--- config.mk ---
export PLATFORM = sky130hd
export DESIGN_NAME = refillBuffer
export DESIGN_NICKNAME = d
export VERILOG_FILES = /design/src/design/dcachePkg.sv /design/src/design/refillBuffer.sv
export SDC_FILE = /design/constraint.sdc
export NUM_CORES = 1
export LEC_CHECK = 0
export BUFFER_PORTS_ARGS = -buffer_cell sky130_fd_sc_hd__buf_2
export CELL_PAD_IN_SITES_DETAIL_PLACEMENT = 1
export CELL_PAD_IN_SITES_GLOBAL_PLACEMENT = 1
export CORE_UTILIZATION = 40
export DETAILED_ROUTE_END_ITERATION = 10
export PLACE_DENSITY_LB_ADDON = 0.05
export SLEW_MARGIN = 0
export SYNTH_ARGS = -nofsm -noshare
export SYNTH_HDL_FRONTEND = slang
export SYNTH_SLANG_ARGS = --single-unit
--- constraint.sdc ---
create_clock -name clk -period 3.7 [get_ports clk]
set_input_delay 0.185 -clock clk [delete_from_list [all_inputs] [get_ports clk]]
set_output_delay 0.185 -clock clk [all_outputs]
set_load 0.005 [all_outputs]
--- src/design/dcachePkg.sv ---
// ~~~~~~~~~~~~~~~~~~~~~~~~~~~~~~~~~~~~~~~~~~~~~~~~~
// Data cache shared types
// ~~~~~~~~~~~~~~~~~~~~~~~~~~~~~~~~~~~~~~~~~~~~~~~~~
package dcachePkg;

    localparam int addrW        = 32;
    localparam int xlen         = 64;
    localparam int maskW        = xlen / 8;
    localparam int beatsPerLine = 4;
    localparam int lineW        = beatsPerLine * xlen;
    localparam int offsetW      = 5;

    // top nibble of the cacheable window
    localparam logic [3:0] cacheRegion = 4'h8;

    typedef enum logic {
        opLoad,
        opStore
    } memOp_e;

    typedef enum logic [2:0] {
        stIdle,
        stCompare,
        stWriteBack,
        stMiss,
        stRefill,
        stReplace,
        stUncached
    } cacheState_e;

    typedef struct packed {
        memOp_e             op;
        logic [addrW-1:0]   addr;
        logic [xlen-1:0]    wrData;
        logic [maskW-1:0]   wrMask;
    } cpuReq_t;

    // len is beats minus one
    typedef struct packed {
        logic               valid;
        logic [addrW-1:0]   addr;
        logic [7:0]         len;
    } busRdReq_t;

    typedef struct packed {
        logic               valid;
        logic [addrW-1:0]   addr;
        logic [lineW-1:0]   data;
        logic [maskW-1:0]   mask;
        logic [7:0]         len;
    } busWrReq_t;

    typedef logic [beatsPerLine-1:0][xlen-1:0] lineData_t;

endpackage

--- src/design/refillBuffer.sv ---
// ~~~~~~~~~~~~~~~~~~~~~~~~~~~~~~~~~~~~~~~~~~~~~~~~~
// Refill line buffer
// ~~~~~~~~~~~~~~~~~~~~~~~~~~~~~~~~~~~~~~~~~~~~~~~~~
`timescale 1ns/1ps

module refillBuffer (
    input  logic                          clk,
    input  logic                          rst_n,
    input  logic                          refillActive_i,
    input  logic                          busRdValid_i,
    input  logic [dcachePkg::xlen-1:0]    busRdData_i,
    output dcachePkg::lineData_t          line_o
);

    // one extra bit so a full line is visible
    localparam int cntW = $clog2(dcachePkg::beatsPerLine) + 1;

    logic [cntW-1:0] beatCnt;

    always_ff @(posedge clk or negedge rst_n) begin
        if (!rst_n) begin
            beatCnt <= '0;
        end else if (!refillActive_i) begin
            beatCnt <= '0;
        end else if (busRdValid_i) begin
            beatCnt <= beatCnt + 1'b1;
        end
    end

    // beats land in address order
    always_ff @(posedge clk) begin
        if (refillActive_i && busRdValid_i) begin
            line_o[beatCnt[cntW-2:0]] <= busRdData_i;
        end
    end

    assert property (@(posedge clk) disable iff (!rst_n)
        refillActive_i && busRdValid_i |-> beatCnt < cntW'(dcachePkg::beatsPerLine));

endmodule

* After elaboration in Yosys (flattened, before gate mapping)
Cells that the tools add are included.
Widths: inputs -> output; s select.
** Word-level totals
- Register bits after elaboration :: 259
- Bits of input ports :: 68
- Output and inout port bits :: 256
- Word-level logic and storage cells :: 16
** Operators by class
- Add/sub/neg operators :: 1
- $lt $le $gt $ge :: 2
- Equality and inequality tests :: 1
- Multiplexer cells :: 5
- Reductions and logical operators :: 2
** Operators by type and width (count)
- $bwmux 256 :: 1
- $demux 64 s2 :: 1
- $mux 64 :: 1
- $mux 3 :: 2
- $add 3x1->3 const B :: 1
- $lt 2x3->1 const B :: 1
- $ge 2x1->1 const B :: 1
- $logic_and 1x1->1 :: 2
- $ne 2x1->1 const B :: 1

* Logic depth before layout (Yosys ltp)
Gate-level depths: netlist of the first run.
- Depth after elaboration :: 5
- Mapped depth :: 4
- Mapped depth without buffers :: 4

* Worst setup path after synthesis of the first run
No wires, ideal clock.
- Path kind :: reg-to-reg
- Start point :: reg beatCnt[0] (netlist name)
- End point :: reg line_o[128] in the netlist's numbering (enable)
- Library setup time :: 393 ps
- Arrival :: 1488 ps
- Data required time :: 3307 ps
- Slack :: 1819 ps
- Cell stages (with the launch flop) :: 4
- Buffers on the path :: 0
- Period minus slack after synthesis :: 1881 ps
- Path through :: dfrtp_1 -> inv_1 -> ha_1 -> and3_2
** RTL lines
- to (signal, indexed assignment) :: RTL line refillBuffer.sv:33 : line_o[beatCnt[cntW-2:0]] <= busRdData_i;
- to (decl) :: RTL line refillBuffer.sv:12 : output dcachePkg::lineData_t line_o

==> run metrics, run 1 <==
DRC Markers=0; H-tree depth=1; fin crit share=56.48%; CTS tree=yes; Initial Util=41.45%; Hold WS=0.06300 ns; MaxCap Viol Count=0; clock slew at reported path FFs=0.06 ns; Largest stage delay, worst path=0.76 ns; Port Buf Inserts=around 320; Hold Path Sink=beatCnt[1]; dpl hpwl=around 13000 um; worst path cell trace=inv_1, ha_1, and3_2, buf_12; # diodes=0; Worst-Skew Late Latency=0.51 ns; Fin. Hold Viols=0; clk root buf=clkbuf_16; Final setup viols=0; Cell Area, Synth=between 7000 and 8000 um^2; Net Count, Synth=344; fin crit period=2.090 ns; full die area=20210 um^2; drt pass-1 iters=4; Yosys reg bits=258; VDD IR max=394.3 uV; number of DRC markers in iteration 0=207; Max-slew headroom=41.11%; most frequent cells in the layout=buf_2 (323), edfxtp_1 (256), dlygate4sd3_1 (67), clkbuf_16 (27); worst hold path class=primary input to register; min-delay src=busRdValid_i; CP Launch Type=register; Die H=142.1 um; worst r2r dst=line_o[124]; Pleak=0.004436 uW; Mean Syn Cell Area=~29 um^2; Pwr Total=6206 uW; worst r2r src=beatCnt[1]; Reg area=7737 um^2; synth unique cells=9; power density of the placed cells=543.2 nW/um^2; CORE AREA=18960 um^2; commonest non-fill, non-tap cell in the layout=buf_2; Synth Instances=272; initial antenna violation count=0; vias per cell=around 4.5; status=finished clean; Hold Path Depth=3; share of post-route cells with drive strength above 1=51.40%; Max Slew Vio Count=0; gpl congestion=0.7895; area grow syn2layout=45.42%; Synth top area share=roughly 98%; DRT Wirelength=20000 um; Reg2Reg Setup Slack=around 1.6 ns; DR vias=about 4.4k; Die Wd=142.1 um; Design Area, Final=11420 um^2; first-pass GRT wire length=28780 um; Least-Margin Pin Slew=between 0.8 and 0.9 ns; Core Rows=50; final net count=around 770; RSZ-0062 raised after global routing=false; GRT Resource Usage Total=about a fifth; Routed WL per cell=20.54 um; I/O Pins=around 320; register area share after synthesis=about 98%; number of global-route vias before repair=4623; Slowest-stage cell, CP=and3_2; clock sink count=258; crit end category=register; R2R cell count=4; Synth Warn #=0; critical path peak fanout=33; FMAX=between 400 and 500 MHz; skew final=0.008515 ns; largest net degree at the start of global routing=40; CTS buffer count=26; Post-Place Cell Area=9878 um^2; grt ovf=0; Setup CP Type=register to register; Filler cells=1748; Crit path max-delay family=simple AND/OR/NAND/NOR gates; data required time of the worst path=3.89 ns; Synth area leaders=edfxtp_1 (98%), dfrtp_1 (0.64%), ha_1 (0.64%), and3_2 (0.38%), mux2i_1 (0.13%); buffers from clock root to sink, at most=3; WP buf/inv=2; crit path DAT=2.28 ns; footprint of the multi-input gates=roughly 110 um^2; Fin Setup TNS=0 ns; post-CTS setup repair buffer count=0; Final ANT Viol Nets=0; largest area contributor in the netlist=edfxtp_1
[stage by stage]
stage | std cells | util [%] | setup slack, ns
6_report | 974 | 60.27 | 1.610
5_1_grt | 974 | 60.27 | 1.469
4_1_cts | 974 | 60.27 | 1.564
3_5_place_dp | 859 | 52.11 | 1.582
3_3_place_gp | 859 | 52.11 | 1.653
2_1_floorplan | 272 | - | 1.819
[cell families (layout without fill, tap and decap cells)]
family                     after synthesis  after routing  share of synthesized area [%]
xor gates and xnor gates                 1              1                         0.1115
adders and majority gates                4              4                         0.6371
DFF                                    258            258                          98.49
and+or+nand+nor                          6              6                         0.5416
buffers and inverters                    2            444                        0.09559
muxes                                    1              1                         0.1274
[metal layers]
metal / routed length, um / GRT usage (%) / share of wire (%)
met4: 539 / 6.848 / 2.7
met1: 7272 / 22.29 / 36
met5: 0 / 0 / 0
met2: 10420 / 34.62 / 52
met3: 1775 / 6.460 / 8.9
[Yosys cell counts]
cell type / number
edfxtp_1: 256
and3_2: 4
ha_1: 4
dfrtp_1: 2
inv_1: 2
and2_1: 1
mux2i_1: 1
nor2b_1: 1
xor2_1: 1
[timing repair]
action / in CTS / in global routing
hold buffers: 67 / 0
endpoints found under the hold margin: 260 / 0
resized for setup: 0 / 0
[sequential cells by signal, indices dropped and copies added (netlist names)]
name / count
beatCnt: 2
line_o: 256
[power by group]
group | total [uW] | switching (uW) | leakage [uW] | internal (uW)
Clock | 2620 | 1010 | 0.000428 | 1620
Combinational | 262 | 140 | 0.00166 | 122
Sequential | 3320 | 20.4 | 0.00235 | 3300
Total | 6210 | 1170 | 0.00444 | 5040
[worst min-delay path, stage by stage]
cell and delay, ns:
buf_2 0.14, mux2i_1 0.08, nor2b_1 0.11
[how the worst max path moves through the flow]
stage	start	endpoint	slack (ns)	cells past startpoint
2_1_floorplan	beatCnt[0]	line_o[128]	1.82	3
3_3_place_gp	beatCnt[0]	line_o[32]	1.65	4
3_5_place_dp	beatCnt[1]	line_o[106]	1.58	4
4_1_cts	beatCnt[1]	line_o[68]	1.56	4
5_1_grt	beatCnt[1]	line_o[82]	1.47	4
6_report	beatCnt[1]	line_o[124]	1.61	4
[final cells by class]
type                       count  share of cell area [%]
sequential                   258                   67.73
clock inverter                11                   1.073
clock buffer                  37                   6.593
tap                          260                   2.847
inverter                       2                 0.06571
timing repair buffer         394                   20.72
multi-input combinational     12                  0.9747
Power figures use the tool's default switching activity.
==> run 2: changes to the inputs <==
--- a/config.mk
+++ b/config.mk
@@ -5,10 +5,11 @@
 export SDC_FILE = /design/constraint.sdc
 export NUM_CORES = 1
 export LEC_CHECK = 0
+export ABC_AREA = 1
 export BUFFER_PORTS_ARGS = -buffer_cell sky130_fd_sc_hd__buf_2
 export CELL_PAD_IN_SITES_DETAIL_PLACEMENT = 1
 export CELL_PAD_IN_SITES_GLOBAL_PLACEMENT = 1
-export CORE_UTILIZATION = 40
+export CORE_UTILIZATION = 36
 export DETAILED_ROUTE_END_ITERATION = 10
 export PLACE_DENSITY_LB_ADDON = 0.05
 export SLEW_MARGIN = 0
==> constraint.sdc (replaced) <==
create_clock -name clk -period 1.9 [get_ports clk]
set_input_delay 0.095 -clock clk [delete_from_list [all_inputs] [get_ports clk]]
set_output_delay 0.095 -clock clk [all_outputs]
set_load 0.005 [all_outputs]
==> run metrics, run 2 <==
status=finished clean; vias per cell=4.308 (-3.8%); share of post-route cells with drive strength above 1=51.58% (+0.18 points); crit path DAT=1.96 ns (-0.32 ns); largest family of logic cells by synthesized area=adder cells; Least-Margin Pin Slew=0.3995 ns (-0.4839 ns); commonest non-fill, non-tap cell in the layout=buf_2; initial antenna violation count=1 (+1); Top FF cell, synth=edfxtp_1; Slowest-stage cell, CP=dlygate4sd3_1; worst path cell trace=inv_2, ha_1, nand3_1, dlygate4sd3_1, nand2_1; Post-synth EDFFs=256 (unchanged); Routed WL per cell=19.20 um (-6.5%); CP Launch Type=register; Synth Instances=280 (+2.9%); min-delay src=busRdData_i[63]; internal power=9603 uW (+91%); clock sink count=258 (unchanged); Die Wd=149.8 um (+5.4%); drt pass-1 iters=4 (unchanged); MaxCap Viol Count=0 (unchanged); dpl hpwl=13050 um (-3.1%); switching share of power=18.68% (-0.13 points); Async S/R FF share, synth=0.7752% (unchanged); Setup WS post-layout=0.3339 ns (-1.276 ns); Filler cells=2017 (+15%); Design Area, Final=11530 um^2 (+0.96%); synth unique cells=8 (-1); area grow syn2layout=46.71%; number of DRC markers in iteration 0=153 (-26%); Final setup viols=0 (unchanged); Fin. Hold Viols=0 (unchanged); VDD IR max=566.8 uV (+44%); CTS tree=yes; worst hold path class=primary input to register; full die area=22440 um^2 (+11%); DRC Markers=0 (unchanged); I/O Pins=324 (unchanged); Final ANT Viol Nets=0 (unchanged); Synth Warn #=0 (unchanged); compound-cell area share of the yosys netlist=0% (unchanged); Port Buf Inserts=323 (unchanged); most frequent cells in the layout=buf_2 (323), edfxtp_1 (256), dlygate4sd3_1 (69), clkbuf_16 (27); cts repair resizes=0 (unchanged); Pleak=0.004471 uW (+0.79%); footprint of the multi-input gates=128.9 um^2 (+16%); Post-Route M1 WL=7171 um (-1.4%); DRT Wirelength=19290 um (-3.6%); fin crit period=1.566 ns (-0.5238 ns); Initial Util=37.05% (-4.4 points); H-tree depth=1 (unchanged); Switch Pwr=2206 uW (+89%); Reg2Reg Setup Slack=0.33 ns (-1.28 ns); buffers from clock root to sink, at most=3 (unchanged); met2 WL post-DR=9841 um (-5.5%); Crit path max-delay family=buffers and inverters; CORE AREA=21220 um^2 (+12%); Synth top area share=97.77% (about the same); first-pass GRT wire length=27520 um (-4.4%); Fin Setup TNS=0 ns (unchanged); power density of the placed cells=1024 nW/um^2 (+88%); worst r2r src=beatCnt[0]; Hold WS=0.3375 ns (+0.2745 ns); met3 routed WL=1840 um (+3.7%); register area share after synthesis=98.41% (about the same); Synth area leaders=edfxtp_1 (98%), dfrtp_1 (0.64%), ha_1 (0.64%), inv_1 (0.33%), nand3_1 (0.25%); Setup CP Type=register to register; Core Rows=53 (+6.0%); WP buf/inv=2 (unchanged); largest net degree at the start of global routing=39 (-2.5%); Max Slew Vio Count=0 (unchanged); GRT Resource Usage Total=16.76% (-2.9 points); Post-synth top cells=edfxtp_1 (256), inv_1 (7), ha_1 (4), nand3_1 (4), nor2_1 (4); most frequent cell after synthesis=edfxtp_1; DR vias=4330 (-0.71%); Mean Syn Cell Area=28.08 um^2 (-2.8%); crit end category=register; skew final=0.009257 ns (+0.0007417 ns); grt ovf=0 (unchanged); Largest stage delay, worst path=0.56 ns (-0.20 ns); Hold Path Sink=line_o[191]; Max-slew headroom=73.37% (+32 points); Top Layer Used=met4; largest area contributor in the netlist=edfxtp_1; Hold Path Depth=2 (-1); Post-Place Cell Area=9996 um^2 (+1.2%); Net Count, Synth=352 (+2.3%); pre-CTS setup slack=0.3821 ns (-1.200 ns); Die H=149.8 um (+5.4%); RSZ-0062 raised after global routing=false; Combinational Power Share=4.2% (about the same); CTS buffer count=27 (+3.8%); xor/xnor share of the synthesized area=0% (-0.11 points); critical path peak fanout=4 (-88%); adder-cell share of the synthesized area=0.6365% (about the same); data required time of the worst path=2.30 ns (-1.59 ns); Reg area=7737 um^2 (unchanged); gpl congestion=0.7463 (-5.5%); Cell Area, Synth=7863 um^2 (about the same); clk root buf=clkbuf_16; simple-gate share of the synthesized area=0.6206% (+0.079 points); final net count=782 (+2.1%); max FFs per register=256 (unchanged); FMAX=638.5 MHz (+33%); sequential power share=54.6% (+1.1 points); Worst-Skew Late Latency=0.51 ns (about the same); clock slew at reported path FFs=0.06 ns (about the same); post-synthesis mux area share=0% (-0.13 points); R2R cell count=5 (+1); Clk network pwr share=41.2% (-1.1 points); fin crit share=82.43% (+26 points); number of global-route vias before repair=4679 (+1.2%); worst r2r dst=beatCnt[1]; Yosys reg bits=258 (unchanged)
-- run 2: power by group through the flow --
| stage | Sequential (uW) | Clock [uW] | Combinational, uW |
|---|---|---|---|
| 3_5_place_dp | 6560 | 0 | 399 |
| 2_1_floorplan | 6580 | 0 | 67.9 |
| 5_1_grt | 6450 | 5190 | 550 |
| 3_3_place_gp | 6560 | 0 | 388 |
| 4_1_cts | 6440 | 5000 | 512 |
| 6_report | 6440 | 4870 | 501 |
-- run 2: area by class of cell --
cell class | instances | area share, %
tap | 275 | 2.983
inverter | 7 | 0.2278
antenna | 1 | 0.02169
clock inverter | 10 | 0.5966
clock buffer | 38 | 6.736
sequential | 258 | 67.08
multi-input combinational | 15 | 1.117
timing repair buffer | 401 | 21.24
-- run 2: cell families after synthesis --
| logic type | Yosys count |
|---|---|
| simple gates | 11 |
| flops | 258 |
| buf+inv | 7 |
| fa+ha+maj | 4 |
-- run 2: what timing repair did --
item                                   CTS  global route
buffers inserted                         0             0
endpoints found under the hold margin  260             0
hold buffers                            69             0
-- run 2: through the flow --
stage	std cells	util [%]	total power, uW
finish	1005	54.36	11810
global route	1004	54.35	12190
CTS	1004	54.35	11950
detailed placement	887	47.11	6960
global placement	887	47.11	6948
floorplan	280	-	6649
-- run 2: worst max-delay path by stage --
| stage | startpoint | to | slack (ns) | cells after the start |
|---|---|---|---|---|
| finish | beatCnt[0] | beatCnt[1] | 0.33 | 5 |
| global route | beatCnt[0] | beatCnt[1] | 0.25 | 5 |
| CTS | beatCnt[0] | beatCnt[1] | 0.35 | 5 |
| detailed placement | beatCnt[0] | line_o[218] | 0.38 | 4 |
| global placement | beatCnt[0] | line_o[218] | 0.42 | 4 |
| floorplan | beatCnt[0] | line_o[128] | -0.11 | 4 |
-- run 2: worst register-to-register path, delay by kind of cell, from the launching register on --
| family | cells | cell delay, ns |
|---|---|---|
| buffers and inverters | 2 | 0.63 |
| flip-flops | 1 | 0.41 |
| adder cells (fa/ha/maj) | 1 | 0.30 |
| AND/OR/NAND/NOR | 2 | 0.12 |
-- run 2: per-layer routing --
metal / vias up / track usage [%]
met1: 2101 / 18.74
met4: 0 / 5.202
met3: 30 / 5.854
li1: 1982 / -
met5: - / 0
met2: 217 / 29.84
