<file path="config.mk">
export PLATFORM = sky130hd
export DESIGN_NAME = dcacheCtrl
export DESIGN_NICKNAME = d
export VERILOG_FILES = /design/src/design/dcachePkg.sv /design/src/design/dcacheCtrl.sv
export SDC_FILE = /design/constraint.sdc
export NUM_CORES = 1
export LEC_CHECK = 0
export BUFFER_PORTS_ARGS = -buffer_cell sky130_fd_sc_hd__buf_2
export CAP_MARGIN = 10
export CORE_AREA = 2 2 403 405
export DETAILED_ROUTE_END_ITERATION = 7
export DIE_AREA = 0 0 405 407
export PLACE_DENSITY = 0.3
export REMOVE_ABC_BUFFERS = 1
export SETUP_SLACK_MARGIN = 0.05
export SLEW_MARGIN = 10
export SYNTH_ARGS = -nofsm -noshare
export SYNTH_HDL_FRONTEND = slang
export SYNTH_SLANG_ARGS = --single-unit
</file>
<file path="constraint.sdc">
create_clock -name clk -period 4.5 [get_ports clk]
set_clock_uncertainty 0.05 [all_clocks]
set_input_delay 0.45 -clock clk [delete_from_list [all_inputs] [get_ports clk]]
set_output_delay 0.45 -clock clk [all_outputs]
set_load 0.1 [all_outputs]
</file>
<file path="src/design/dcachePkg.sv">
// ~~~~~~~~~~~~~~~~~~~~~~~~~~~~~~~~~~~~~~~~~~~~~~~~~
// Data cache shared types
// ~~~~~~~~~~~~~~~~~~~~~~~~~~~~~~~~~~~~~~~~~~~~~~~~~
package dcachePkg;

    localparam int addrW        = 32;
    localparam int xlen         = 64;
    localparam int maskW        = xlen / 8;
    localparam int beatsPerLine = 4;
    localparam int lineW        = beatsPerLine * xlen;
    localparam int offsetW      = 5;

    // top nibble of the cacheable window
    localparam logic [3:0] cacheRegion = 4'h8;

    typedef enum logic {
        opLoad,
        opStore
    } memOp_e;

    typedef enum logic [2:0] {
        stIdle,
        stCompare,
        stWriteBack,
        stMiss,
        stRefill,
        stReplace,
        stUncached
    } cacheState_e;

    typedef struct packed {
        memOp_e             op;
        logic [addrW-1:0]   addr;
        logic [xlen-1:0]    wrData;
        logic [maskW-1:0]   wrMask;
    } cpuReq_t;

    // len is beats minus one
    typedef struct packed {
        logic               valid;
        logic [addrW-1:0]   addr;
        logic [7:0]         len;
    } busRdReq_t;

    typedef struct packed {
        logic               valid;
        logic [addrW-1:0]   addr;
        logic [lineW-1:0]   data;
        logic [maskW-1:0]   mask;
        logic [7:0]         len;
    } busWrReq_t;

    typedef logic [beatsPerLine-1:0][xlen-1:0] lineData_t;

endpackage

</file>
<file path="src/design/dcacheCtrl.sv">
// ~~~~~~~~~~~~~~~~~~~~~~~~~~~~~~~~~~~~~~~~~~~~~~~~~
// Data cache controller
// ~~~~~~~~~~~~~~~~~~~~~~~~~~~~~~~~~~~~~~~~~~~~~~~~~
`timescale 1ns/1ps

module dcacheCtrl #(
    parameter int  numSets = 64,
    localparam int idxW    = $clog2(numSets),
    localparam int tagW    = dcachePkg::addrW - dcachePkg::offsetW - idxW
) (
    input  logic                          clk,
    input  logic                          rst_n,
    input  logic                          reqValid_i,
    input  dcachePkg::cpuReq_t            req_i,
    input  logic                          hit_i,
    input  logic                          victimDirty_i,
    input  logic [tagW-1:0]               victimTag_i,
    input  logic [dcachePkg::xlen-1:0]    hitWord_i,
    input  dcachePkg::lineData_t          victimLine_i,
    input  logic                          busRdReady_i,
    input  logic                          busRdValid_i,
    input  logic                          busRdLast_i,
    input  logic [dcachePkg::xlen-1:0]    busRdData_i,
    input  logic                          busWrReady_i,
    output logic                          ready_o,
    output logic                          respValid_o,
    output logic [dcachePkg::xlen-1:0]    rdData_o,
    output dcachePkg::busRdReq_t          busRd_o,
    output dcachePkg::busWrReq_t          busWr_o,
    output logic [dcachePkg::addrW-1:0]   lookupAddr_o,
    output logic [dcachePkg::xlen-1:0]    storeData_o,
    output logic [dcachePkg::maskW-1:0]   storeMask_o,
    output logic                          storeWrEn_o,
    output logic                          fillEn_o,
    output logic                          refillActive_o
);

    dcachePkg::cacheState_e stateQ, stateD;
    dcachePkg::cpuReq_t     reqQ;
    logic                   rdIssuedQ;
    logic                   isStore;
    logic                   cacheable;
    logic                   uncachedSt;

    assign isStore    = reqQ.op == dcachePkg::opStore;
    assign cacheable  = req_i.addr[dcachePkg::addrW-1 -: 4] == dcachePkg::cacheRegion;
    assign uncachedSt = stateQ == dcachePkg::stUncached;

    // store word and mask lined up with the byte offset
    assign storeData_o  = reqQ.wrData << {reqQ.addr[2:0], 3'b000};
    assign storeMask_o  = reqQ.wrMask << reqQ.addr[2:0];
    assign lookupAddr_o = reqQ.addr;

    assign ready_o        = stateQ == dcachePkg::stIdle;
    assign storeWrEn_o    = (stateQ == dcachePkg::stCompare) && hit_i && isStore;
    assign fillEn_o       = stateQ == dcachePkg::stReplace;
    assign refillActive_o = stateQ == dcachePkg::stRefill;

    assign respValid_o = ((stateQ == dcachePkg::stCompare) && hit_i)
                       || (uncachedSt && isStore && busWrReady_i)
                       || (uncachedSt && !isStore && rdIssuedQ && busRdValid_i && busRdLast_i);

    always_comb begin
        if (!respValid_o || isStore) begin
            rdData_o = '0;
        end else if (uncachedSt) begin
            rdData_o = busRdData_i;
        end else begin
            rdData_o = hitWord_i;
        end
    end

    always_comb begin
        stateD = stateQ;
        case (stateQ)
            dcachePkg::stIdle:
                if (reqValid_i) begin
                    stateD = cacheable ? dcachePkg::stCompare : dcachePkg::stUncached;
                end
            dcachePkg::stCompare:
                if (hit_i) begin
                    stateD = dcachePkg::stIdle;
                end else if (victimDirty_i) begin
                    stateD = dcachePkg::stWriteBack;
                end else begin
                    stateD = dcachePkg::stMiss;
                end
            dcachePkg::stWriteBack:
                if (busWrReady_i) stateD = dcachePkg::stMiss;
            dcachePkg::stMiss:
                if (busRdReady_i) stateD = dcachePkg::stRefill;
            dcachePkg::stRefill:
                if (busRdValid_i && busRdLast_i) stateD = dcachePkg::stReplace;
            // lookup again after the fill, which now hits
            dcachePkg::stReplace:
                stateD = dcachePkg::stCompare;
            dcachePkg::stUncached:
                if (respValid_o) stateD = dcachePkg::stIdle;
            default:
                stateD = dcachePkg::stIdle;
        endcase
    end

    always_ff @(posedge clk or negedge rst_n) begin
        if (!rst_n) begin
            stateQ    <= dcachePkg::stIdle;
            rdIssuedQ <= 1'b0;
        end else begin
            stateQ <= stateD;
            if (!uncachedSt || respValid_o) begin
                rdIssuedQ <= 1'b0;
            end else if (busRd_o.valid && busRdReady_i) begin
                rdIssuedQ <= 1'b1;
            end
        end
    end

    always_ff @(posedge clk) begin
        if (ready_o && reqValid_i) begin
            reqQ <= req_i;
        end
    end

    always_comb begin
        busRd_o.valid = (stateQ == dcachePkg::stMiss) || (uncachedSt && !isStore && !rdIssuedQ);
        if (uncachedSt) begin
            busRd_o.addr = reqQ.addr;
            busRd_o.len  = 8'd0;
        end else begin
            busRd_o.addr = {reqQ.addr[dcachePkg::addrW-1:dcachePkg::offsetW],
                            {dcachePkg::offsetW{1'b0}}};
            busRd_o.len  = 8'(dcachePkg::beatsPerLine - 1);
        end
    end

    always_comb begin
        busWr_o.valid = (stateQ == dcachePkg::stWriteBack) || (uncachedSt && isStore);
        if (stateQ == dcachePkg::stWriteBack) begin
            busWr_o.addr = {victimTag_i, reqQ.addr[dcachePkg::offsetW +: idxW],
                            {dcachePkg::offsetW{1'b0}}};
            busWr_o.data = victimLine_i;
            busWr_o.mask = '1;
            busWr_o.len  = 8'(dcachePkg::beatsPerLine - 1);
        end else begin
            // single beat, word in the low slot
            busWr_o.addr = {reqQ.addr[dcachePkg::addrW-1:3], 3'b000};
            busWr_o.data = dcachePkg::lineW'(storeData_o);
            busWr_o.mask = storeMask_o;
            busWr_o.len  = 8'd0;
        end
    end

    assert property (@(posedge clk) disable iff (!rst_n)
        !(busRd_o.valid && busWr_o.valid));

    // a response closes the request and frees the cache next cycle
    assert property (@(posedge clk) disable iff (!rst_n)
        respValid_o |-> (stateQ != dcachePkg::stIdle) ##1 ready_o);

endmodule

</file>
## After elaboration in Yosys (flattened, before gate mapping)

Cells that the tools add are included.
W data, S select, Z words.

| word-level totals | value |
|---|---|
| register bits | 109 |
| latch bits | 0 |
| bits in writable memories | 0 |
| memory bits (read-only) | 0 |
| bits of input ports | 519 |
| output and inout bits | 519 |
| memories kept | 0 |

| cells by class | value |
|---|---|
| add/sub/neg operators | 0 |
| $mul | 0 |
| divide/modulo/power cells | 0 |
| order comparisons | 0 |
| equality and inequality tests | 12 |
| shifts and indexed selects | 2 |
| multiplexer cells | 15 |
| bitwise gates (word level) | 0 |
| reductions and logical operators | 25 |

Operator list:

| cell | count |
|---|---|
| $mux W304 | 1 |
| $mux W64 | 2 |
| $shl A64 B6 Y64 | 1 |
| $pmux W3 S7 | 1 |
| $mux W3 | 6 |
| $mux W13 | 1 |
| $logic_and A1 B1 Y1 | 12 |
| $eq A3 B3 Y1 const B | 3 |
| $ne A2 B2 Y1 const B | 4 |
| $shl A8 B3 Y8 | 1 |
| $eq A3 B2 Y1 const B | 2 |
| $logic_or A1 B1 Y1 | 6 |
| $reduce_and A5 Y1 | 1 |
| $eq A4 B4 Y1 const B | 1 |
| $logic_not A1 Y1 | 4 |
| $eq A3 B1 Y1 const B | 1 |
| $logic_not A3 Y1 | 1 |
| $mux W1 | 3 |
| $mux W2 | 1 |
| $ne A2 B1 Y1 const B | 1 |
| $reduce_bool A2 Y1 | 1 |

## Logic depth before layout (Yosys ltp)

Gate-level depths: netlist of the first run.

| depth | value |
|---|---|
| depth after elaboration | 9 |
| mapped depth | 10 |
| mapped depth without buffers | 6 |

## Worst setup path before layout of the first run

No wires, ideal clock.

| timing path | value |
|---|---|
| path type | register to register |
| start | register stateQ[0] |
| end | register reqQ, in the netlist isStore, enable pin |
| library setup time | 474 ps |
| arrival | 5364 ps |
| data required time | 3976 ps |
| slack | -1388 ps |
| cell stages (with the launch flop) | 4 |
| clock period less this slack | 5888 ps |
| cell sequence | dfrtp_1 clkbuf_1 nor3_1 and2_1 |

| between the ends | value |
|---|---|
| longest elaborated chain between the ends | 2 |

RTL lines:

| item | line | text |
|---|---|---|
| start: declaration | dcacheCtrl.sv:38 | `dcachePkg::cacheState_e stateQ, stateD;` |
| start signal: assignment | dcacheCtrl.sv:106 | `stateQ <= dcachePkg::stIdle;` |
| start signal: assignment | dcacheCtrl.sv:109 | `stateQ <= stateD;` |
| $logic_not A3 Y1 | dcacheCtrl.sv:54 | `assign ready_o = stateQ == dcachePkg::stIdle;` |
| net ready_o | dcacheCtrl.sv:25 | `output logic ready_o,` |
| $logic_and A1 B1 Y1 | dcacheCtrl.sv:119 | `if (ready_o && reqValid_i) begin` |
| end signal: assignment | dcacheCtrl.sv:120 | `reqQ <= req_i;` |
| end: declaration | dcacheCtrl.sv:39 | `dcachePkg::cpuReq_t reqQ;` |

The timed path passes the listed nets, and every way through them passes these cells.
A chain may end at the register's enable or synchronous reset.

==> results of run 1 <==
registers in the layout, indices dropped and copies added (netlist names):
signal	cells
lookupAddr_o	32
rdIssuedQ	1
isStore	1
reqQ	72
stateQ	3
layout make-up:
| cell class | count | area share [%] |
|---|---|---|
| well taps | 2160 | 15.0 |
| repair buffers | 1046 | 35.9 |
| flip-flops and latches | 109 | 18.1 |
| clock inverters | 7 | 0.424 |
| multi-input cells | 787 | 28.6 |
| diodes | 44 | 0.611 |
| clock buffers | 9 | 1.25 |
| inverters | 7 | 0.174 |
routing by layer:
layer | share of wire (%) | vias to the layer above
met3 | 11 | 243
met1 | 38 | 5608
met4 | 2.5 | 62
met5 | 0.30 | -
met2 | 48 | 851
li1 | - | 5365
synth_stat cells, types with 2 or more instances:
master,n,area [µm²]
a21oi_1,13,65.1
inv_2,2,7.51
nor2b_1,3,18.8
and3_1,6,37.5
a21oi_2,60,526
nor3_1,2,10.0
a222oi_1,8,80.1
buf_2,28,140
o21ai_0,14,70.1
a211oi_1,8,60.1
clkbuf_1,35,131
nand3_1,2,10.0
a311oi_1,8,70.1
a2bb2oi_1,8,70.1
o211ai_1,3,22.5
o21bai_1,3,22.5
o22ai_1,19,119
mux2_1,8,90.1
nand2_1,197,739
nand2b_1,7,43.8
buf_4,89,668
dfrtp_1,4,100
buf_6,14,158
inv_1,5,18.8
mux2_2,84,946
mux2i_1,37,370
a21o_1,8,60.1
and2_1,207,1290
edfxtp_1,105,3150
or2_2,2,12.5
nor2_1,46,173
a22oi_1,9,67.6
power by group through the flow:
stage                     logic (mW)  registers, mW  clock network (mW)
after CTS                       14.0           1.53                1.07
after global placement          14.0           1.55                   0
after floorplan                 10.0           2.10                   0
final                           13.8           1.52               0.996
after detailed placement        14.0           1.55                   0
after global routing            14.3           1.54                1.08
worst register-to-register path: stages, from the launching register on:
cell and delay, ps:
dfrtp_1 600, nor3_1 350, and2_4 210, buf_12 420
cells by family after synthesis:
family / Yosys count / share of synthesized area (%)
other cells: 1 / 0.0395
buf+inv: 177 / 12.3
mux: 129 / 14.8
compound gates: 166 / 13.4
flops: 109 / 34.3
simple gates: 477 / 25.1
how the worst min path moves through the flow:
stage / to / slack [ps] / cells after the start / start
finish: lookupAddr_o[14]$_DFFE_PP_ / 90 / 1 / req_i[86]
global route: lookupAddr_o[5]$_DFFE_PP_ / 60 / 1 / req_i[77]
CTS: lookupAddr_o[14]$_DFFE_PP_ / 30 / 1 / req_i[86]
detailed placement: rdIssuedQ$_DFFE_PN0P_ / 220 / 1 / rst_n
global placement: rdIssuedQ$_DFFE_PN0P_ / 220 / 1 / rst_n
floorplan: rdIssuedQ$_DFFE_PN0P_ / 100 / 0 / rst_n
metrics by stage:
| stage | TNS (ps) | util [%] | setup WS (ps) |
|---|---|---|---|
| after floorplan | -960890 | - | -5050 |
| after global placement | 0 | 11.0 | 996 |
| after detailed placement | 0 | 11.0 | 982 |
| after CTS | 0 | 11.2 | 445 |
| after global routing | 0 | 11.2 | 457 |
| final | 0 | 11.2 | 685 |
what timing repair did:
item                      4_1_cts  5_1_grt
hold endpoints to repair        4        0
gates resized for setup         0        0
hold buffers                    1        0
==> metrics.cfg, run 1 <==
[floorplanning]
die_area_mm2=0.165
pin_count=1038
rows=147
fp.dieW_um=405
core_area_mm2=0.160
fp.dieH_um=407
start_util_pct=5.92

[sta]
worst_pin_slew_ps=947
rsz0062_at_grt=false
hold_viol=0
slew-limit-headroom_pct=36.9
min_period_ps=3820
hold_slack_ps=91.8
drv_slew=0
clock.fmax_mhz=262
period_share_pct=84.8
setup_viol=0

[placed_design]
io_buffers=1022
hpwl_mm=105
gp_congestion=0.836
post-place-cells=4108
placed_area_mm2=0.0176

[routing]
drt_iter0_drc=660
routed_wirelength_mm=118
viasPerCell=2.91
ant_nets=0
vias=12100
dr.pass1.iters=5
routedWlPerCell_um=28.2
drc=0

[worst_setup_path]
setup.worst_path.end=busWr_o[71]
crit_arrival_ps=3320
worstReg2RegStart=stateQ[2]$_DFFE_PN0P_
crit_chain=buf_4, nor2b_2, a2bb2oi_1, a222oi_1, mux2_1, buf_2
critPathLaunchType=register
r2r-end=reqQ[40]$_DFFE_PP_
worstSetupStartpoint=lookupAddr_o[1]$_DFFE_PP_
max_stage_delay_ps=750
worst_setup_path_end_kind=primary output
reg2reg_depth=3
crit_type=register to primary output
slowest_stage=nor2b_2
path_buf_inv=2
crit_cells=6
rrSetupSlack_ps=2200
required_ps=4000
critPathTopFamily=compound AO/OA/AOI/OAI gates
crit_fanout=23

[power_and_ir_drop]
p_int_mw=3.90
p_sw_share_pct=76.1
powerDensity_mw_per_mm2=904
p_comb_share_pct=84.5
power_mw=16.3
p_switching_mw=12.4
clkPwrFrac_pct=6.1
seq_power_share_pct=9.3
leakagePower_nw=8.27
peakVddDrop_uv=513

[cts]
clkSinkCount=109
ctsRootBufferMaster=clkbuf_16
cts_buffers=9
worst_skew_pair.late_latency_ps=420
postCtsSetupBuffers=0
cts_tree=built
clock_path_buffers=2
cts.htree.levels=3
clkTransAtPathRegs_ps=140

[min_path]
hold_path.class=input port to register

[global_routing]
use_met2_pct=23.6
grtUsageMet3_pct=6.30
overflow=0
grt_max_degree=106
grt_pass1_vias=11600
track_usage_pct=13.6
grt-busiest-layer=met2
grt_pass1_wl_mm=141
antenna_found_initial=172
use_met1_pct=15.2

[layout]
synthToLayoutAreaGrowth_pct=89.9
layout_common_cells=buf_2, and2_1, nand2_1
final_common_cell=buf_2
fin_nets=2479
nFillCells=18800
drive_above_1_share_pct=62.0
final_cell_area_mm2=0.0180
multi_input_area_mm2=0.00515
register_area_mm2=0.00325
fin_cells=4169

[yosys]
ys_warn_count=0
synth_ff_type=edfxtp_1
synth-seq-cells=109
synth.avg_cell_area_um2=8.96
synth_cells=1059
synth_cell_types=47
netlist_area_mm2=0.00949
ys_seq_area_share_pct=34.3
async_reset_ff_share_pct=3.67
synth_edf_count=105

[run]
maxCapViolations=0

[outcome]
status=finished clean

Power figures use the tool's default switching activity.
==> run 2, diff against run 1 <==
- ABC_AREA: not set -> 1
- CORE_AREA: 2 2 403 405 -> 2 2 405 407
- DIE_AREA: 0 0 405 407 -> 0 0 407 409
- clock period: 4.5 -> 3.8 ns (I/O delays scaled with it)
==> metrics.cfg, run 2 <==
[sta]
slew-limit-headroom_pct=22.2
setup_viol=0
worst_pin_slew_ps=1160
fin_ws_ps=302
clock.fmax_mhz=286
min_period_ps=3500
drv_slew=0
period_share_pct=92.1
hold_viol=0
rsz0062_at_grt=false

[yosys]
synth_ff_type=edfxtp_1
ys_warn_count=0
synthTopCellsByArea=edfxtp_1, nand2_1, nor2_1, inv_1, buf_4
synth_top_area_share_pct=31.1
synth_edf_count=105
synth_common_cells=nand2_1, nor2_1, inv_1, edfxtp_1, buf_4
ys_seq_area_share_pct=32.1
synth_cells=1653
netlist_area_mm2=0.0101
synth_most_common_cell=nand2_1
synth_cell_types=30
async_reset_ff_share_pct=3.67
yosys.area.top_type=edfxtp_1
synth-seq-cells=109
synth.avg_cell_area_um2=6.13

[floorplanning]
fp.dieH_um=409
start_util_pct=6.25
fp.dieW_um=407
rows=148
core_area_mm2=0.162
die_area_mm2=0.166
pin_count=1038

[cts]
postCtsSetupBuffers=0
worst_skew_pair.late_latency_ps=450
clkSinkCount=109
ctsRootBufferMaster=clkbuf_16
cts.htree.levels=3
clkTransAtPathRegs_ps=100
cts_buffers=9
clock_path_buffers=2
cts_tree=built

[routing]
vias=14500
ant_nets=0
drt_iter0_drc=1054
viasPerCell=3.00
routed_wirelength_mm=101
drc=0
dr.pass1.iters=5
routedWlPerCell_um=21.0

[placed_design]
placed_area_mm2=0.0203
gp_congestion=0.927
hpwl_mm=89.4
io_buffers=1022
post-place-cells=4710
place_ws_ps=822

[global_routing]
grt_max_degree=94
overflow=0
antenna_found_initial=98
grt_pass1_wl_mm=131
grt_pass1_vias=14300
track_usage_pct=11.7

[min_path]
whs_path_depth=1
hold_path.class=input port to register

[layout]
multi_input_area_mm2=0.00488
final_cell_area_mm2=0.0214
synthToLayoutAreaGrowth_pct=112
fin_cells=4827
layout_common_cells=buf_2, nand2_1, nor2_1
final_common_cell=buf_2
nFillCells=18900
top_register=reqQ
drive_above_1_share_pct=43.8
fin_nets=3139
largest_reg_flops=72
register_area_mm2=0.00325

[worst_setup_path]
crit_type=register to primary output
crit_fanout=54
reg2reg_depth=6
worst_setup_path_end_kind=primary output
required_ps=3370
rrSetupSlack_ps=1600
crit_arrival_ps=3070
critPathLaunchType=register

[power_and_ir_drop]
powerDensity_mw_per_mm2=916
peakVddDrop_uv=648
leakagePower_nw=10.7

[outcome]
status=finished clean

[run]
maxCapViolations=0

[run 2: cell count changes after synthesis, moves of 46 or more]
cell,change
and2_1,-198
inv_1,+229
mux2_2,-84
nand2_1,+416
nand3_1,+76
nor2_1,+204
o21ai_0,+46
[run 2: final timing paths]
kind                                         end                      start
max in group asynchronous  stateQ[2]$_DFFE_PN0P_                      rst_n
setup / recovery                     busWr_o[27]  lookupAddr_o[0]$_DFFE_PP_
hold / removal                reqQ[16]$_DFFE_PP_                  req_i[16]
hold reg to reg            stateQ[1]$_DFFE_PN0P_      stateQ[1]$_DFFE_PN0P_
min in group asynchronous  stateQ[1]$_DFFE_PN0P_                      rst_n
setup reg to reg           stateQ[2]$_DFFE_PN0P_      stateQ[2]$_DFFE_PN0P_
[run 2: per-layer routing]
metal  vias up  track usage, %  share of wire [%]
li1       6859               -                  -
met1      6630            14.1                 40
met2       795            20.3                 49
met3       187            3.05                8.0
met4        12            3.43                3.5
met5         -               0              0.091
[run 2: layout make-up]
class / instances / area share [%]
clock inverter: 7 / 0.473
inverter: 242 / 4.28
sequential: 109 / 15.2
tap: 2175 / 12.7
antenna: 27 / 0.315
timing repair buffer: 1126 / 43.3
clock buffer: 9 / 1.05
multi-input combinational: 1132 / 22.7
[run 2: per-stage QoR]
stage	util (%)	power [mW]	TNS (ps)	hold slack, ps
5_1_grt	13.2	20.4	0	18.9
3_3_place_gp	12.5	18.6	0	156
4_1_cts	13.2	19.9	0	0.0857
3_5_place_dp	12.5	18.6	0	152
2_1_floorplan	-	13.7	-2149690	34.4
6_report	13.2	19.6	0	68.8
[run 2: what timing repair did]
item                                   4_1_cts  5_1_grt
resized for setup                            0        0
hold buffers                                74        0
endpoints found under the hold margin       77        0
[run 2: worst max-delay path: stages (launching register included)]
cell,delay (ps)
edfxtp_1,420
buf_12,290
o21ai_0,270
nor3_1,940
nand2_1,100
nand2_1,140
buf_2,440
[run 2: power by group]
group          internal, mW  total, mW  leakage, nW  switching, mW
Clock                 0.535       1.19        0.155          0.655
Combinational          3.23       16.6         9.51           13.4
Sequential             1.62       1.80         1.02          0.185
Total                  5.38       19.6         10.7           14.3
[run 2: kinds of logic (layout without fill, tap and decap cells)]
group,after synthesis,count (layout),synth area share (%)
and+or+nand+nor,973,973,37.9
buffers and inverters,426,1384,20.4
AOI/OAI and AO/OA,141,141,9.26
DFF,109,109,32.1
muxes,3,3,0.296
other,1,42,0.0370
==> run 3, diff against run 2 <==
- CELL_PAD_IN_SITES_DETAIL_PLACEMENT: not set -> 0
- CELL_PAD_IN_SITES_GLOBAL_PLACEMENT: not set -> 1
- CORE_AREA: 2 2 405 407 -> 2 2 403 405
- DIE_AREA: 0 0 407 409 -> 0 0 405 407
- PLACE_DENSITY: 0.3 -> 0.35
==> metrics.cfg, run 3 (synthesized netlist as in run 2, its figures left out) <==
[placed_design]
io_buffers=1022
post-place-cells=4700
placed_area_mm2=0.0177
gp_congestion=0.852
hpwl_mm=92.5

[power_and_ir_drop]
leakagePower_nw=9.96
power_mw=18.8
powerDensity_mw_per_mm2=1030
peakVddDrop_uv=407

[run]
maxCapViolations=0

[routing]
routedWlPerCell_um=22.0
vias=14300
dr.pass1.iters=5
ant_nets=0
drt_iter0_drc=607
viasPerCell=3.01
drc=0
routed_wirelength_mm=104

[cts]
cts_buffers=9
clkSinkCount=109
hold_buffers=15
cts_resized=0
cts.htree.levels=3
clock_path_buffers=2
ctsRootBufferMaster=clkbuf_16
postCtsSetupBuffers=0
clkTransAtPathRegs_ps=110
worst_skew_pair.late_latency_ps=410
cts_tree=built

[worst_setup_path]
crit_arrival_ps=2940
crit_type=register to primary output
crit_fanout=29
worstSetupStartpoint=lookupAddr_o[0]$_DFFE_PP_
setup.worst_path.end=busWr_o[49]
rrSetupSlack_ps=1750
r2r-end=rdIssuedQ$_DFFE_PN0P_
required_ps=3370
critPathLaunchType=register
worstReg2RegStart=stateQ[2]$_DFFE_PN0P_
worst_setup_path_end_kind=primary output
reg2reg_depth=7

[floorplanning]
pin_count=1038
start_util_pct=6.33
fp.dieW_um=405
core_area_mm2=0.160
die_area_mm2=0.165
rows=147
fp.dieH_um=407

[global_routing]
grt_pass1_vias=14300
track_usage_pct=12.1
grt_max_degree=100
grt_pass1_wl_mm=132
antenna_found_initial=119
overflow=0

[layout]
nFillCells=19200
top_register=reqQ
layout_common_cells=buf_2, nand2_1, nor2_1
final_cell_area_mm2=0.0182
final_common_cell=buf_2
largest_reg_flops=72
fin_cells=4740
fin_nets=3085
synthToLayoutAreaGrowth_pct=79.6
drive_above_1_share_pct=44.8

[sta]
worst_pin_slew_ps=803
slew-limit-headroom_pct=46.5
clock.fmax_mhz=296
hold_viol=0
hold_slack_ps=58.9
period_share_pct=88.8
setup_viol=0
drv_slew=0
min_period_ps=3370
rsz0062_at_grt=false

[outcome]
status=finished clean

[min_path]
hold_path.class=input port to register

run 3: per-stage QoR:
stage | setup slack [ps] | utilization (%) | TNS [ps]
2_1_floorplan | -5810 | - | -2149690
3_3_place_gp | 742 | 11.1 | 0
3_5_place_dp | 731 | 11.1 | 0
4_1_cts | 208 | 11.3 | 0
5_1_grt | 118 | 11.3 | 0
6_report | 426 | 11.4 | 0
run 3: worst min path at each step:
stage          startpoint  slack [ps]  cells after the start                         end
3_5_place_dp        rst_n         160                      1       rdIssuedQ$_DFFE_PN0P_
4_1_cts         req_i[83]         0.7                      1  lookupAddr_o[11]$_DFFE_PP_
3_3_place_gp        rst_n         160                      1       rdIssuedQ$_DFFE_PN0P_
5_1_grt         req_i[83]          20                      1  lookupAddr_o[11]$_DFFE_PP_
6_report        req_i[27]          60                      1          reqQ[27]$_DFFE_PP_
2_1_floorplan       rst_n          30                      0       rdIssuedQ$_DFFE_PN0P_
run 3: worst max-delay path, stage by stage, from the launching register on:
cell	delay [ps]
edfxtp_1	450
inv_2	530
buf_4	290
nand2_1	60
nand2_1	70
nand2_1	50
nand3_1	90
nand2_1	80
o21ai_0	600
buf_12	260
run 3: final cells by class:
class,instances,area (µm²),area share (%)
Sequential cell,109,3250,17.9
Timing Repair Buffer,1072,6140,33.7
Multi-Input combinational cell,1132,4880,26.8
Clock buffer,10,229,1.26
Antenna cell,9,22.5,0.124
Clock inverter,6,57.6,0.316
Tap cell,2160,2700,14.8
Inverter,242,917,5.04
run 3: power breakdown:
group	leakage (nW)	switching (mW)	internal, mW
Clock	0.138	0.614	0.460
Sequential	1.02	0.166	1.62
Combinational	8.80	13.5	2.41
Total	9.96	14.3	4.49
run 3: per-layer routing:
metal,share of wire (%),track usage (%),up-vias
met2,56,25.0,733
met1,35,11.9,6561
met5,0.033,0,-
li1,-,-,6727
met3,6.4,3.25,238
met4,2.4,1.53,4
